==> src/logic/dram_fifo_cfg.svh <==
// ------------------------------
// dram fifo size constants
// depth, widths and settings bus address map
// ------------------------------
`ifndef DRAM_FIFO_CFG_SVH
`define DRAM_FIFO_CFG_SVH

`define DF_DEPTH    256     // memory words
`define DF_ADDR_W   8       // log2 of depth
`define DF_DATA_W   64      // stream data width

// ------------------------------
// settings bus map
// ------------------------------
`define DF_SR_BASE  8'h00   // readback select register

`endif

==> src/logic/dram_fifo_pkg.sv <==
// ------------------------------
// dram fifo shared types
// stream word, memory word, pointers, readback select
// ------------------------------
`include "dram_fifo_cfg.svh"

package dram_fifo_pkg;

    typedef logic [`DF_DATA_W-1:0] df_data_t;      // one stream beat

    typedef struct packed {
        logic     last;                            // end of packet
        df_data_t data;
    } df_word_t;                                   // what sits in memory

    typedef logic [`DF_ADDR_W-1:0] df_addr_t;      // memory address
    typedef logic [`DF_ADDR_W:0]   df_ptr_t;       // address plus wrap bit
    typedef logic [`DF_ADDR_W:0]   df_level_t;     // 0 .. depth

    // what o_rb_data shows
    typedef enum logic [1:0] {
        RB_LEVEL    = 2'd0,                        // words held
        RB_PKTS_IN  = 2'd1,                        // packets accepted
        RB_PKTS_OUT = 2'd2                         // packets delivered
    } df_rb_sel_t;

endpackage

==> src/logic/dram_fifo_if.sv <==
// ------------------------------
// memory write and read ports
// single cycle strobes, memory never stalls
// ------------------------------
`include "dram_fifo_cfg.svh"

interface mem_wr_if #(
    parameter type payload_t = logic
);
    logic                 wr_stb;      // write this cycle
    logic [`DF_ADDR_W-1:0] wr_addr;
    payload_t             wr_data;
    logic [`DF_ADDR_W:0]   wr_ptr;      // committed write pointer

    modport wr (
        output wr_stb, wr_addr, wr_data, wr_ptr
    );

    modport sink (
        input  wr_stb, wr_addr, wr_data
    );

    // read side only watches the pointer for empty
    modport mon (
        input  wr_ptr
    );
endinterface


==> src/logic/dram_fifo_ingress.sv <==
// ------------------------------
// fifo input stage
// takes the input stream, applies bit errors, writes memory
// ------------------------------
`include "dram_fifo_cfg.svh"

module dram_fifo_ingress (
    input  logic                      ddr3_axi_clk,
    input  logic                      i_reset,
    input  dram_fifo_pkg::df_data_t   i_tdata,
    input  logic                      i_tlast,
    input  logic                      i_tvalid,
    output logic                      o_tready,
    input  dram_fifo_pkg::df_data_t   i_forced_bit_err,
    input  logic                      i_calib_done,
    input  dram_fifo_pkg::df_ptr_t    i_rd_ptr,      // retire pointer from egress
    mem_wr_if.wr                      wr,
    output logic                      o_pkt_in_stb
);

    dram_fifo_pkg::df_word_t  word_q;                // accepted word, mask applied
    logic                     stb_q;                 // word_q waits for its write
    dram_fifo_pkg::df_ptr_t   wr_ptr_q;              // next address to write
    dram_fifo_pkg::df_level_t fill;                  // words owned by the fifo
    logic                     full;
    logic                     accept;

    // the word in word_q already counts toward fill
    assign fill   = wr_ptr_q - i_rd_ptr + {{`DF_ADDR_W{1'b0}}, stb_q};
    assign full   = (fill == dram_fifo_pkg::df_level_t'(`DF_DEPTH));
    assign o_tready = i_calib_done & ~full;          // closed until memory is cleared
    assign accept = i_tvalid & o_tready;

    assign o_pkt_in_stb = accept & i_tlast;          // one pulse per packet

    // ------------------------------
    // control
    // ------------------------------
    always_ff @(posedge ddr3_axi_clk) begin
        if (i_reset) begin
            stb_q    <= 1'b0;
            wr_ptr_q <= '0;
        end else begin
            stb_q <= accept;                         // write one cycle after accept
            if (stb_q) begin
                wr_ptr_q <= wr_ptr_q + 1'b1;         // advances on the write edge
            end
        end
    end

    // error mask sampled with the data, tlast left alone
    always_ff @(posedge ddr3_axi_clk) begin
        if (accept) begin
            word_q.data <= i_tdata ^ i_forced_bit_err;
            word_q.last <= i_tlast;
        end
    end

    assign wr.wr_stb  = stb_q;
    assign wr.wr_addr = wr_ptr_q[`DF_ADDR_W-1:0];
    assign wr.wr_data = word_q;
    assign wr.wr_ptr  = wr_ptr_q;                    // egress sees it after the write lands

endmodule

==> src/flat_wrapper.sv <==
// flat-port wrapper written by rule: the top's interface ports become plain ports
module dram_fifo_ingress_flat 
  (ddr3_axi_clk, i_reset, i_tdata, i_tlast, i_tvalid, o_tready, i_forced_bit_err, i_calib_done, i_rd_ptr, o_pkt_in_stb, wr_wr_stb, wr_wr_addr, wr_wr_data, wr_wr_ptr);
  mem_wr_if wr_i ();
  input  logic ddr3_axi_clk;
  input  logic i_reset;
  input  dram_fifo_pkg::df_data_t i_tdata;
  input  logic i_tlast;
  input  logic i_tvalid;
  output logic o_tready;
  input  dram_fifo_pkg::df_data_t i_forced_bit_err;
  input  logic i_calib_done;
  input  dram_fifo_pkg::df_ptr_t i_rd_ptr;
  output logic o_pkt_in_stb;
  output wire logic [$bits(wr_i.wr_stb)-1:0] wr_wr_stb;
  output wire logic [$bits(wr_i.wr_addr)-1:0] wr_wr_addr;
  output wire logic [$bits(wr_i.wr_data)-1:0] wr_wr_data;
  output wire logic [$bits(wr_i.wr_ptr)-1:0] wr_wr_ptr;
  assign wr_wr_stb = wr_i.wr_stb;
  assign wr_wr_addr = wr_i.wr_addr;
  assign wr_wr_data = wr_i.wr_data;
  assign wr_wr_ptr = wr_i.wr_ptr;
  dram_fifo_ingress u_core (.ddr3_axi_clk(ddr3_axi_clk), .i_reset(i_reset), .i_tdata(i_tdata), .i_tlast(i_tlast), .i_tvalid(i_tvalid), .o_tready(o_tready), .i_forced_bit_err(i_forced_bit_err), .i_calib_done(i_calib_done), .i_rd_ptr(i_rd_ptr), .wr(wr_i), .o_pkt_in_stb(o_pkt_in_stb));
endmodule
==> config.mk <==
export PLATFORM = sky130hd
export DESIGN_NAME = dram_fifo_ingress_flat
export DESIGN_NICKNAME = d
export VERILOG_FILES = /design/src/logic/dram_fifo_pkg.sv /design/src/logic/dram_fifo_if.sv /design/src/logic/dram_fifo_ingress.sv /design/src/flat_wrapper.sv
export VERILOG_INCLUDE_DIRS = /design/src /design/src/logic
export SDC_FILE = /design/constraint.sdc
export NUM_CORES = 1
export LEC_CHECK = 0
export BUFFER_PORTS_ARGS = -buffer_cell sky130_fd_sc_hd__clkbuf_2
export CORE_MARGIN = 1.5
export CORE_UTILIZATION = 30
export CTS_CLUSTER_DIAMETER = 80
export DETAILED_ROUTE_END_ITERATION = 16
export MAX_ROUTING_LAYER = met4
export PLACE_DENSITY_LB_ADDON = 0.3
export SLEW_MARGIN = 10
export SYNTH_ARGS = -nofsm -noshare
export SYNTH_HDL_FRONTEND = slang
export SYNTH_SLANG_ARGS = --single-unit
==> constraint.sdc <==
create_clock -name ddr3_axi_clk -period 4.2 [get_ports ddr3_axi_clk]
set_clock_uncertainty 0.05 [all_clocks]
set_input_delay 0.21 -clock ddr3_axi_clk [delete_from_list [all_inputs] [get_ports ddr3_axi_clk]]
set_output_delay 0.21 -clock ddr3_axi_clk [all_outputs]
set_load 0.02 [all_outputs]
==> flow_summary.ini, run 1 <==
[cts]
clkTransAtPathRegs_ns = 0.05
clk_latency_ns = 0.24
post_cts_resized = 0
cts_tree = yes
cts_root_buffer = clkbuf_8
cts_buffers = 3
clkSinkCount = 11
post_cts_buffers = 0
clock_path_buffers = 2
postCtsHoldBufs = 0
cts-htree-levels = 1

[placed_design]
portBuffers = 36
dp_hpwl_microns = 2080
placed_cells = 205
gp_congestion = 0.829

[route]
vias = 994
firstDrtPassIters = 4
drc_errors = 0
vias_per_cell = 4.76
wirelength_microns = 2510
wl_per_cell_microns = 12.0
drt_first_iter_violations = 39
ant_nets = 0

[floorplanning]
design.die.area_sq_um = 4130
num_rows = 22
io_pins = 163
floorplan.initialDensity = 0.310
die_h_microns = 64.3
core_sq_um = 3630
die_w_microns = 64.3

[synthesis]
synthXorXnorAreaFrac = 0.0855
yosysUniqueCellTypes = 33
postSynthAreaPerCell_sq_um = 8.41
synthAdderAreaFrac = 0.206
synth_compound_area_frac = 0.193
muxShareOfSynthArea = 0.0178
ys_seq_area_frac = 0.204
syn_area_sq_um = 1130
synth_seq_cells = 11
synth_top_family_by_area = adder cells
yosysWarnings = 0
synthCells = 134
synth_fp_nets = 294
synthSimpleGateAreaFrac = 0.172

[sta]
fin_crit_sh = 0.842
fmax_mhz = 283
period_minus_slack_ns = 3.54
rsz0062_at_grt = false
setup_viol = 0
holdWs_ns = 0.199
hold_viol = 0
setup_tns_ns = 0
tightest_slew_ns = 0.447
slew-limit-headroom = 0.702
slew_viol_final = 0

[setup_path]
cp_max_fo = 8
slowest_stage = dfxtp_1
critPathTopFamily = adder cells
worstSetupStartpointType = register
cp_num_buf_inv = 3
critical_path_class = reg2out
reg2reg_depth = 10
worstPathRequired_ns = 3.94
path_cells = inv_1 > ha_1 > inv_1 > ha_1 > fa_1 > a21o_1 > a2111oi_4 > o221ai_2 > nor4b_4 > a21boi_1 > clkbuf_2
r2r_end = u_core.wr.wr_data
cp-end-kind = primary output
reg2reg_from = u_core.wr.wr_stb
crit_arrival_ns = 3.28
regToRegSetupSlack_ns = 1.02
worst_path_largest_cell_delay_ns = 0.51

[grt]
grt_max_degree = 11
grt_use_total = 0.135
busiest_layer = met2
grt_pass1_vias = 953
grt_use_met1 = 0.178
grt_first_pass_wirelength_microns = 4280
met2_usage = 0.203
use_met3 = 0.0423
grt-ovfl-total = 0
antenna_found_initial = 0

[finish]
syn_to_final_growth_pct = 16.9
n_fill_cell = 399
drive_gt1_frac = 0.261
fin_nets = 322
instances_no_fill = 209
diodes = 0

[power_and_ir_drop]
p_per_area_nw_per_um2 = 211
p_leak_nw = 0.636
ir_worst_vdd_v = 0.000131
p_total_w = 0.000279

[run_status]
outcome = finished clean

[min_path]
hold_path.class = in2reg
hold_path_depth = 3
hold_path_end = u_core.wr.wr_stb
min-delay-start = i_calib_done

[job]
maxCapViolCount = 0
-- metrics by stage --
stage                     worst slack, ns   util  instance area, sq um
after floorplan                     0.999      -                  1130
after global placement               1.02  0.350                  1270
after detailed placement            0.922  0.350                  1270
after CTS                           0.651  0.363                  1320
after global routing                0.474  0.363                  1320
final                               0.662  0.363                  1320
-- sequential cells by signal (all words and copies together) (netlist names) --
name and flops:
u_core.wr.wr_stb 1, u_core.wr.wr_ptr 9, u_core.wr.wr_data 1
-- cells in the mapped netlist, drive strengths merged --
library cell | number | area [sq um]
nand4 | 5 | 31.3
a21o | 1 | 7.51
mux2i | 2 | 20.0
o21ai | 7 | 35.0
nand3 | 6 | 30.0
or3 | 4 | 25.0
a22oi | 1 | 7.51
xor2 | 7 | 61.3
a21boi | 2 | 15.0
o211ai | 1 | 7.51
a21oi | 14 | 70.1
and2b | 1 | 7.51
a211oi | 2 | 15.0
xnor2 | 4 | 35.0
nand2 | 8 | 30.0
inv | 11 | 41.3
a2111oi | 2 | 36.3
fa | 1 | 20.0
o221ai | 2 | 23.8
ha | 17 | 213
nor2b | 2 | 12.5
buf | 12 | 91.3
dfxtp | 10 | 200
edfxtp | 1 | 30.0
nor2 | 9 | 33.8
clkbuf | 1 | 3.75
nor4b | 1 | 23.8
-- layer usage --
| layer | routed length (microns) | vias up |
|---|---|---|
| met2 | 1060 | 31 |
| met4 | 7 | 0 |
| li1 | - | 520 |
| met1 | 1290 | 441 |
| met3 | 152 | 2 |
| met5 | 0 | - |
-- cell usage in the layout, fill, tap and decap left out, types with 2 or more instances in the layout --
cell type / count
xnor2_1: 4
mux2i_1: 2
clkbuf_2: 36
nand3_1: 6
ha_1: 17
o21ai_1: 3
nand2_1: 8
a21oi_1: 14
a211oi_1: 2
inv_1: 11
o21ai_0: 4
nand4_1: 5
nor2b_1: 2
xor2_1: 7
nor2_1: 9
or3_1: 4
clkbuf_8: 3
dfxtp_1: 10
-- worst max-delay path by stage --
stage / startpoint / endpoint / slack (ns) / cells past startpoint
5_1_grt: u_core.wr.wr_stb / o_tready / 0.47 / 11
2_1_floorplan: u_core.wr.wr_stb / o_pkt_in_stb / 1.0 / 11
6_report: u_core.wr.wr_stb / o_tready / 0.66 / 11
4_1_cts: u_core.wr.wr_stb / o_tready / 0.65 / 11
3_5_place_dp: u_core.wr.wr_stb / o_tready / 0.92 / 11
3_3_place_gp: u_core.wr.wr_stb / o_tready / 1.02 / 11
-- logic make-up after synthesis --
family,after synthesis
AO/OA/AOI/OAI,32
XOR/XNOR,11
adder cells (fa/ha/maj),18
buffers and inverters,24
flip-flops,11
multiplexers,2
AND/OR/NAND/NOR,36
-- where the power goes --
part	internal [W]	total (W)	switching (W)
clock	0.0000668	0.000108	0.0000413
sequential	0.000108	0.000110	0.00000251
combinational	0.0000261	0.0000600	0.0000339
-- area by class of cell --
type / count / area [sq um] / share of cell area
Sequential cell: 11 / 230 / 0.175
Tap cell: 48 / 60.1 / 0.0456
Timing Repair Buffer: 36 / 180 / 0.137
Clock buffer: 4 / 45.0 / 0.0342
Inverter: 11 / 41.3 / 0.0313
Multi-Input combinational cell: 99 / 761 / 0.577
-- tightest hold or removal path, stage by stage --
cell	delay [ns]
clkbuf_2	0.10
nand2_1	0.08
a211oi_1	0.05
(Power assumes the default switching activity.)
==> run 2: changes to the inputs <==
Clock period 4.2 ns to 3.4 ns, I/O delays scaled along.
==> run 2 against run 1 <==
Highest routed layer unchanged. Largest cell class unchanged. Critical path depth unchanged. Via count up 2.6%. Sequential share of layout area down 0.28 points.
==> flow_summary.ini, run 2 (synthesized netlist as in run 1, its figures left out) <==
[placed_design]
dp_hpwl_microns = 2010
placed_cells = 206
gp_congestion = 0.842
dp_slack_ns = 0.425
portBuffers = 36

[finish]
drive_gt1_frac = 0.276
final_core_util = 0.368
instances_no_fill = 211
final_common_cell = clkbuf_2
register_area_sq_um = 230
syn_to_final_growth_pct = 18.8
n_fill_cell = 391
layout_common_cells = clkbuf_2, ha_1, a21oi_1, inv_1, dfxtp_1
fin_nets = 324
multi_input_area_sq_um = 767
diodes = 0
largest_reg_flops = 9

[setup_path]
cp_max_fo = 4
reg2reg_from = u_core.wr.wr_stb
critical_path_class = reg2out
path_cells = inv_1 > ha_1 > inv_1 > ha_1 > fa_1 > a21o_1 > a2111oi_4 > o221ai_2 > nor4b_4 > a21boi_1 > clkbuf_2
slowest_stage = fa_1
reg2reg_depth = 11
crit_arrival_ns = 2.91
regToRegSetupSlack_ns = 0.49
worstSetupStartpointType = register
r2r_end = u_core.wr.wr_data
cp-end-kind = primary output
worst_path_largest_cell_delay_ns = 0.46
worstPathRequired_ns = 3.18

[min_path]
min-delay-start = i_tvalid
hold_path_end = u_core.wr.wr_stb
hold_path.class = in2reg
hold_path_depth = 3

[cts]
cts_root_buffer = clkbuf_8
clk_latency_ns = 0.24
clock_path_buffers = 2
clkTransAtPathRegs_ns = 0.05
cts_buffers = 3
cts-htree-levels = 1
clkSinkCount = 11
cts_tree = yes

[grt]
grt_max_degree = 11
grt_use_total = 0.133
grt_first_pass_wirelength_microns = 4200
grt_pass1_vias = 919
antenna_found_initial = 0
grt-ovfl-total = 0

[route]
vias = 1020
drc_errors = 0
wl_per_cell_microns = 11.8
vias_per_cell = 4.83
drt_first_iter_violations = 38
firstDrtPassIters = 4
ant_nets = 0
wirelength_microns = 2480

[sta]
fin_crit_sh = 0.920
setup_viol = 0
fin_ws_ns = 0.273
hold_viol = 0
slew-limit-headroom = 0.718
fmax_mhz = 320
rsz0062_at_grt = false
slew_viol_final = 0
setup_tns_ns = 0
tightest_slew_ns = 0.423
period_minus_slack_ns = 3.13

[run_status]
outcome = finished clean

[floorplanning]
num_rows = 22
floorplan.initialDensity = 0.310
die_h_microns = 64.3
design.die.area_sq_um = 4130
core_sq_um = 3630
die_w_microns = 64.3
io_pins = 163

[power_and_ir_drop]
p_seq_frac = 0.391
p_leak_nw = 0.647
power_frac_clock = 0.382
ir_worst_vdd_v = 0.000206
switching_power_w = 0.0000962
p_int_w = 0.000250
switching_share = 0.278
p_per_area_nw_per_um2 = 259
power_frac_comb = 0.227

[job]
maxCapViolCount = 0
## run 2: changes by cell type in the layout (fill, tap and decap cells not counted)
cell       delta
a2111oi_2     +1
buf_4         +2
a2111oi_0     -1
## run 2: worst max-delay path by stage
| stage | start | end | slack (ns) | cells after the start |
|---|---|---|---|---|
| global route | u_core.wr.wr_ptr[3] | o_tready | 0.02 | 8 |
| global placement | u_core.wr.wr_stb | o_tready | 0.48 | 11 |
| finish | u_core.wr.wr_stb | o_tready | 0.27 | 11 |
| CTS | u_core.wr.wr_stb | o_pkt_in_stb | 0.15 | 11 |
| detailed placement | u_core.wr.wr_stb | o_pkt_in_stb | 0.43 | 11 |
| floorplan | u_core.wr.wr_stb | o_pkt_in_stb | 0.24 | 11 |
## run 2: power by group through the flow
stage                     clock [W]  combinational, W  sequential, W
after floorplan                   0         0.0000543       0.000140
after global placement            0         0.0000743       0.000138
after detailed placement          0         0.0000756       0.000138
after CTS                  0.000137         0.0000761       0.000136
after global routing       0.000144         0.0000883       0.000136
final                      0.000132         0.0000786       0.000136
## run 2: cell type report
type                            instances  area share
Clock buffer                            4      0.0336
Inverter                               11      0.0308
Multi-Input combinational cell         99       0.573
Sequential cell                        11       0.172
Tap cell                               48      0.0449
Timing Repair Buffer                   38       0.146
## run 2: critical path: cells and delay by family, from the launching register on
family	cells	cell delay [ns]
fa+ha+maj	3	0.94
compound gates	4	0.87
flops	1	0.32
simple gates	1	0.27
buf+inv	3	0.25
## run 2: what timing repair did
item | in CTS | in global routing
resized for setup | 0 | 2
setup endpoints to repair | 0 | 2
hold buffers | 0 | 0
hold endpoints to repair | 0 | 0
buffers inserted | 0 | 1
## run 2: layer usage
metal / global-route usage / wire length (microns) / vias to the layer above / share of wire
met3: 0.0370 / 169 / 5 / 0.068
met5: - / 0 / - / 0
met2: 0.197 / 1070 / 34 / 0.43
li1: - / - / 528 / -
met4: 0.0399 / 34 / 0 / 0.014
met1: 0.175 / 1210 / 453 / 0.49
## run 2: through the flow
step / instance area, sq um / hold WS (ns) / power, W
final: 1340 / 0.152 / 0.000346
after global routing: 1340 / 0.172 / 0.000368
after CTS: 1330 / 0.150 / 0.000348
after detailed placement: 1280 / 0.405 / 0.000214
after global placement: 1280 / 0.394 / 0.000212
after floorplan: 1130 / 0.271 / 0.000195
==> run 3: changes to the inputs <==
--- a/config.mk
+++ b/config.mk
@@ -13,4 +13,3 @@
 export DETAILED_ROUTE_END_ITERATION = 16
-export MAX_ROUTING_LAYER = met4
-export PLACE_DENSITY_LB_ADDON = 0.3
+export PLACE_DENSITY = 0.91
 export SLEW_MARGIN = 10
==> constraint.sdc (replaced) <==
create_clock -name ddr3_axi_clk -period 3.4 [get_ports ddr3_axi_clk]
set_clock_uncertainty 0.05 [all_clocks]
set_input_delay 0 -clock ddr3_axi_clk [delete_from_list [all_inputs] [get_ports ddr3_axi_clk]]
set_output_delay 0 -clock ddr3_axi_clk [all_outputs]
set_load 0.02 [all_outputs]
==> run 3 against run 2 <==
Fmax up 0.50%. Hold slack lost 0.13 ns. Non-clock buffer count increased by 1. Power is 1.0% higher. Sequential share of layout area fell by 0.080 points. Sequential cell count unchanged. First-iteration DRC count is 24% lower. Register-to-register slack worse by 0.11 ns. Highest routed layer unchanged.
==> flow_summary.ini, run 3 (synthesized netlist as in run 1, its figures left out) <==
[power_and_ir_drop]
power_frac_comb = 0.227
power_frac_clock = 0.386
p_leak_nw = 0.648
p_int_w = 0.000250
p_total_w = 0.000350
p_seq_frac = 0.388
switching_share = 0.285
p_per_area_nw_per_um2 = 260
ir_worst_vdd_v = 0.000270
switching_power_w = 0.0000997

[grt]
grt_first_pass_wirelength_microns = 4320
grt_use_total = 0.135
antenna_found_initial = 0
grt-ovfl-total = 0
grt_pass1_vias = 988
grt_max_degree = 11

[floorplanning]
num_rows = 22
die_h_microns = 64.3
floorplan.initialDensity = 0.310
core_sq_um = 3630
design.die.area_sq_um = 4130
io_pins = 163
die_w_microns = 64.3

[sta]
period_minus_slack_ns = 3.11
setup_viol = 0
setup_tns_ns = 0
tightest_slew_ns = 0.489
rsz0062_at_grt = false
slew-limit-headroom = 0.666
fin_crit_sh = 0.915
fin_ws_ns = 0.289
fmax_mhz = 321
slew_viol_final = 0
hold_viol = 0

[setup_path]
worst_path_largest_cell_delay_ns = 0.45
cp_max_fo = 4
critical_path_class = reg2out
crit_arrival_ns = 3.06
path_cells = inv_1 > ha_1 > inv_1 > ha_1 > fa_1 > a21o_1 > a2111oi_4 > o221ai_2 > nor4b_4 > a21oi_1 > clkbuf_2
cp-end-kind = primary output
slowest_stage = fa_1
cp_num_buf_inv = 3
worstSetupStartpointType = register
worstPathRequired_ns = 3.35
critPathTopFamily = compound AO/OA/AOI/OAI gates

[placed_design]
dp_slack_ns = 0.459
gp_congestion = 0.867
portBuffers = 36
dp_hpwl_microns = 2040

[route]
vias = 1039
vias_per_cell = 4.90
drt_first_iter_violations = 29
wirelength_microns = 2560
drc_errors = 0
ant_nets = 0
firstDrtPassIters = 4
wl_per_cell_microns = 12.1

[cts]
clk_latency_ns = 0.25
cts_root_buffer = clkbuf_8
clock_path_buffers = 2
cts-htree-levels = 1
cts_buffers = 3
clkSinkCount = 11
clkTransAtPathRegs_ns = 0.05
cts_tree = yes
post_cts_resized = 0

[job]
maxCapViolCount = 0

[finish]
diodes = 0
final_common_cell = clkbuf_2
layout_common_cells = clkbuf_2, ha_1, a21oi_1, inv_1, dfxtp_1
largest_reg_flops = 9
syn_to_final_growth_pct = 19.3
fin_nets = 325
drive_gt1_frac = 0.262
final_core_util = 0.370

[run_status]
outcome = finished clean

[min_path]
hold_path.class = in2reg
==> run 3: cell types whose count changed in the layout (fill, tap and decap cells not counted), sizes merged <==
cell and change:
dlygate4sd3 +2, buf -1
==> run 3: power by group through the flow <==
stage | Clock [W] | Sequential, W | Combinational (W)
after CTS | 0.000138 | 0.000136 | 0.0000791
final | 0.000135 | 0.000136 | 0.0000794
after detailed placement | 0 | 0.000138 | 0.0000768
after global routing | 0.000147 | 0.000136 | 0.0000881
after floorplan | 0 | 0.000140 | 0.0000543
after global placement | 0 | 0.000138 | 0.0000735
==> run 3: final timing paths <==
kind | startpoint | end | slack [ns] | depth (start not counted)
max | u_core.wr.wr_stb | o_pkt_in_stb | 0.29 | 11
min | i_tdata[0] | u_core.wr.wr_data | 0.02 | 2
max reg2reg | u_core.wr.wr_stb | u_core.wr.wr_data | 0.38 | 10
min reg2reg | u_core.wr.wr_ptr[5] | u_core.wr.wr_ptr[5] | 0.51 | 2
==> run 3: what timing repair did <==
item | CTS | global route
hold endpoints to repair | 1 | 0
hold buffers | 2 | 0
setup buffers | 0 | 0
==> run 3: cell type report <==
cell class              instances  area, sq um
repair buffers                 39          208
clock buffers                   4         45.0
multi-input cells              99          761
flip-flops and latches         11          230
fillers                       382         2290
inverters                      11         41.3
well taps                      48         60.1
==> run 3: metal layers <==
layer / share of wire / vias up / global-route usage
met3: 0.051 / 5 / 0.0317
met4: 0.016 / 0 / 0.0479
li1: - / 530 / -
met5: 0 / - / 0
met1: 0.46 / 471 / 0.157
met2: 0.48 / 33 / 0.241
==> run 3: worst register-to-register path: stages (launching register included) <==
cell and delay, ns:
dfxtp_1 0.32, inv_1 0.05, ha_1 0.26, inv_1 0.04
ha_1 0.21, fa_1 0.45, a21o_1 0.25, a2111oi_4 0.40
o221ai_2 0.17, nor4b_4 0.38, a21oi_1 0.17
==> run 3: through the flow <==
step                      instances  hold slack (ns)  area (sq um)
after global routing            212           0.0239          1350
final                           212           0.0231          1350
after CTS                       212           0.0255          1350
after global placement          206            0.220          1280
after detailed placement        206            0.223          1280
after floorplan                 134           0.0857          1130
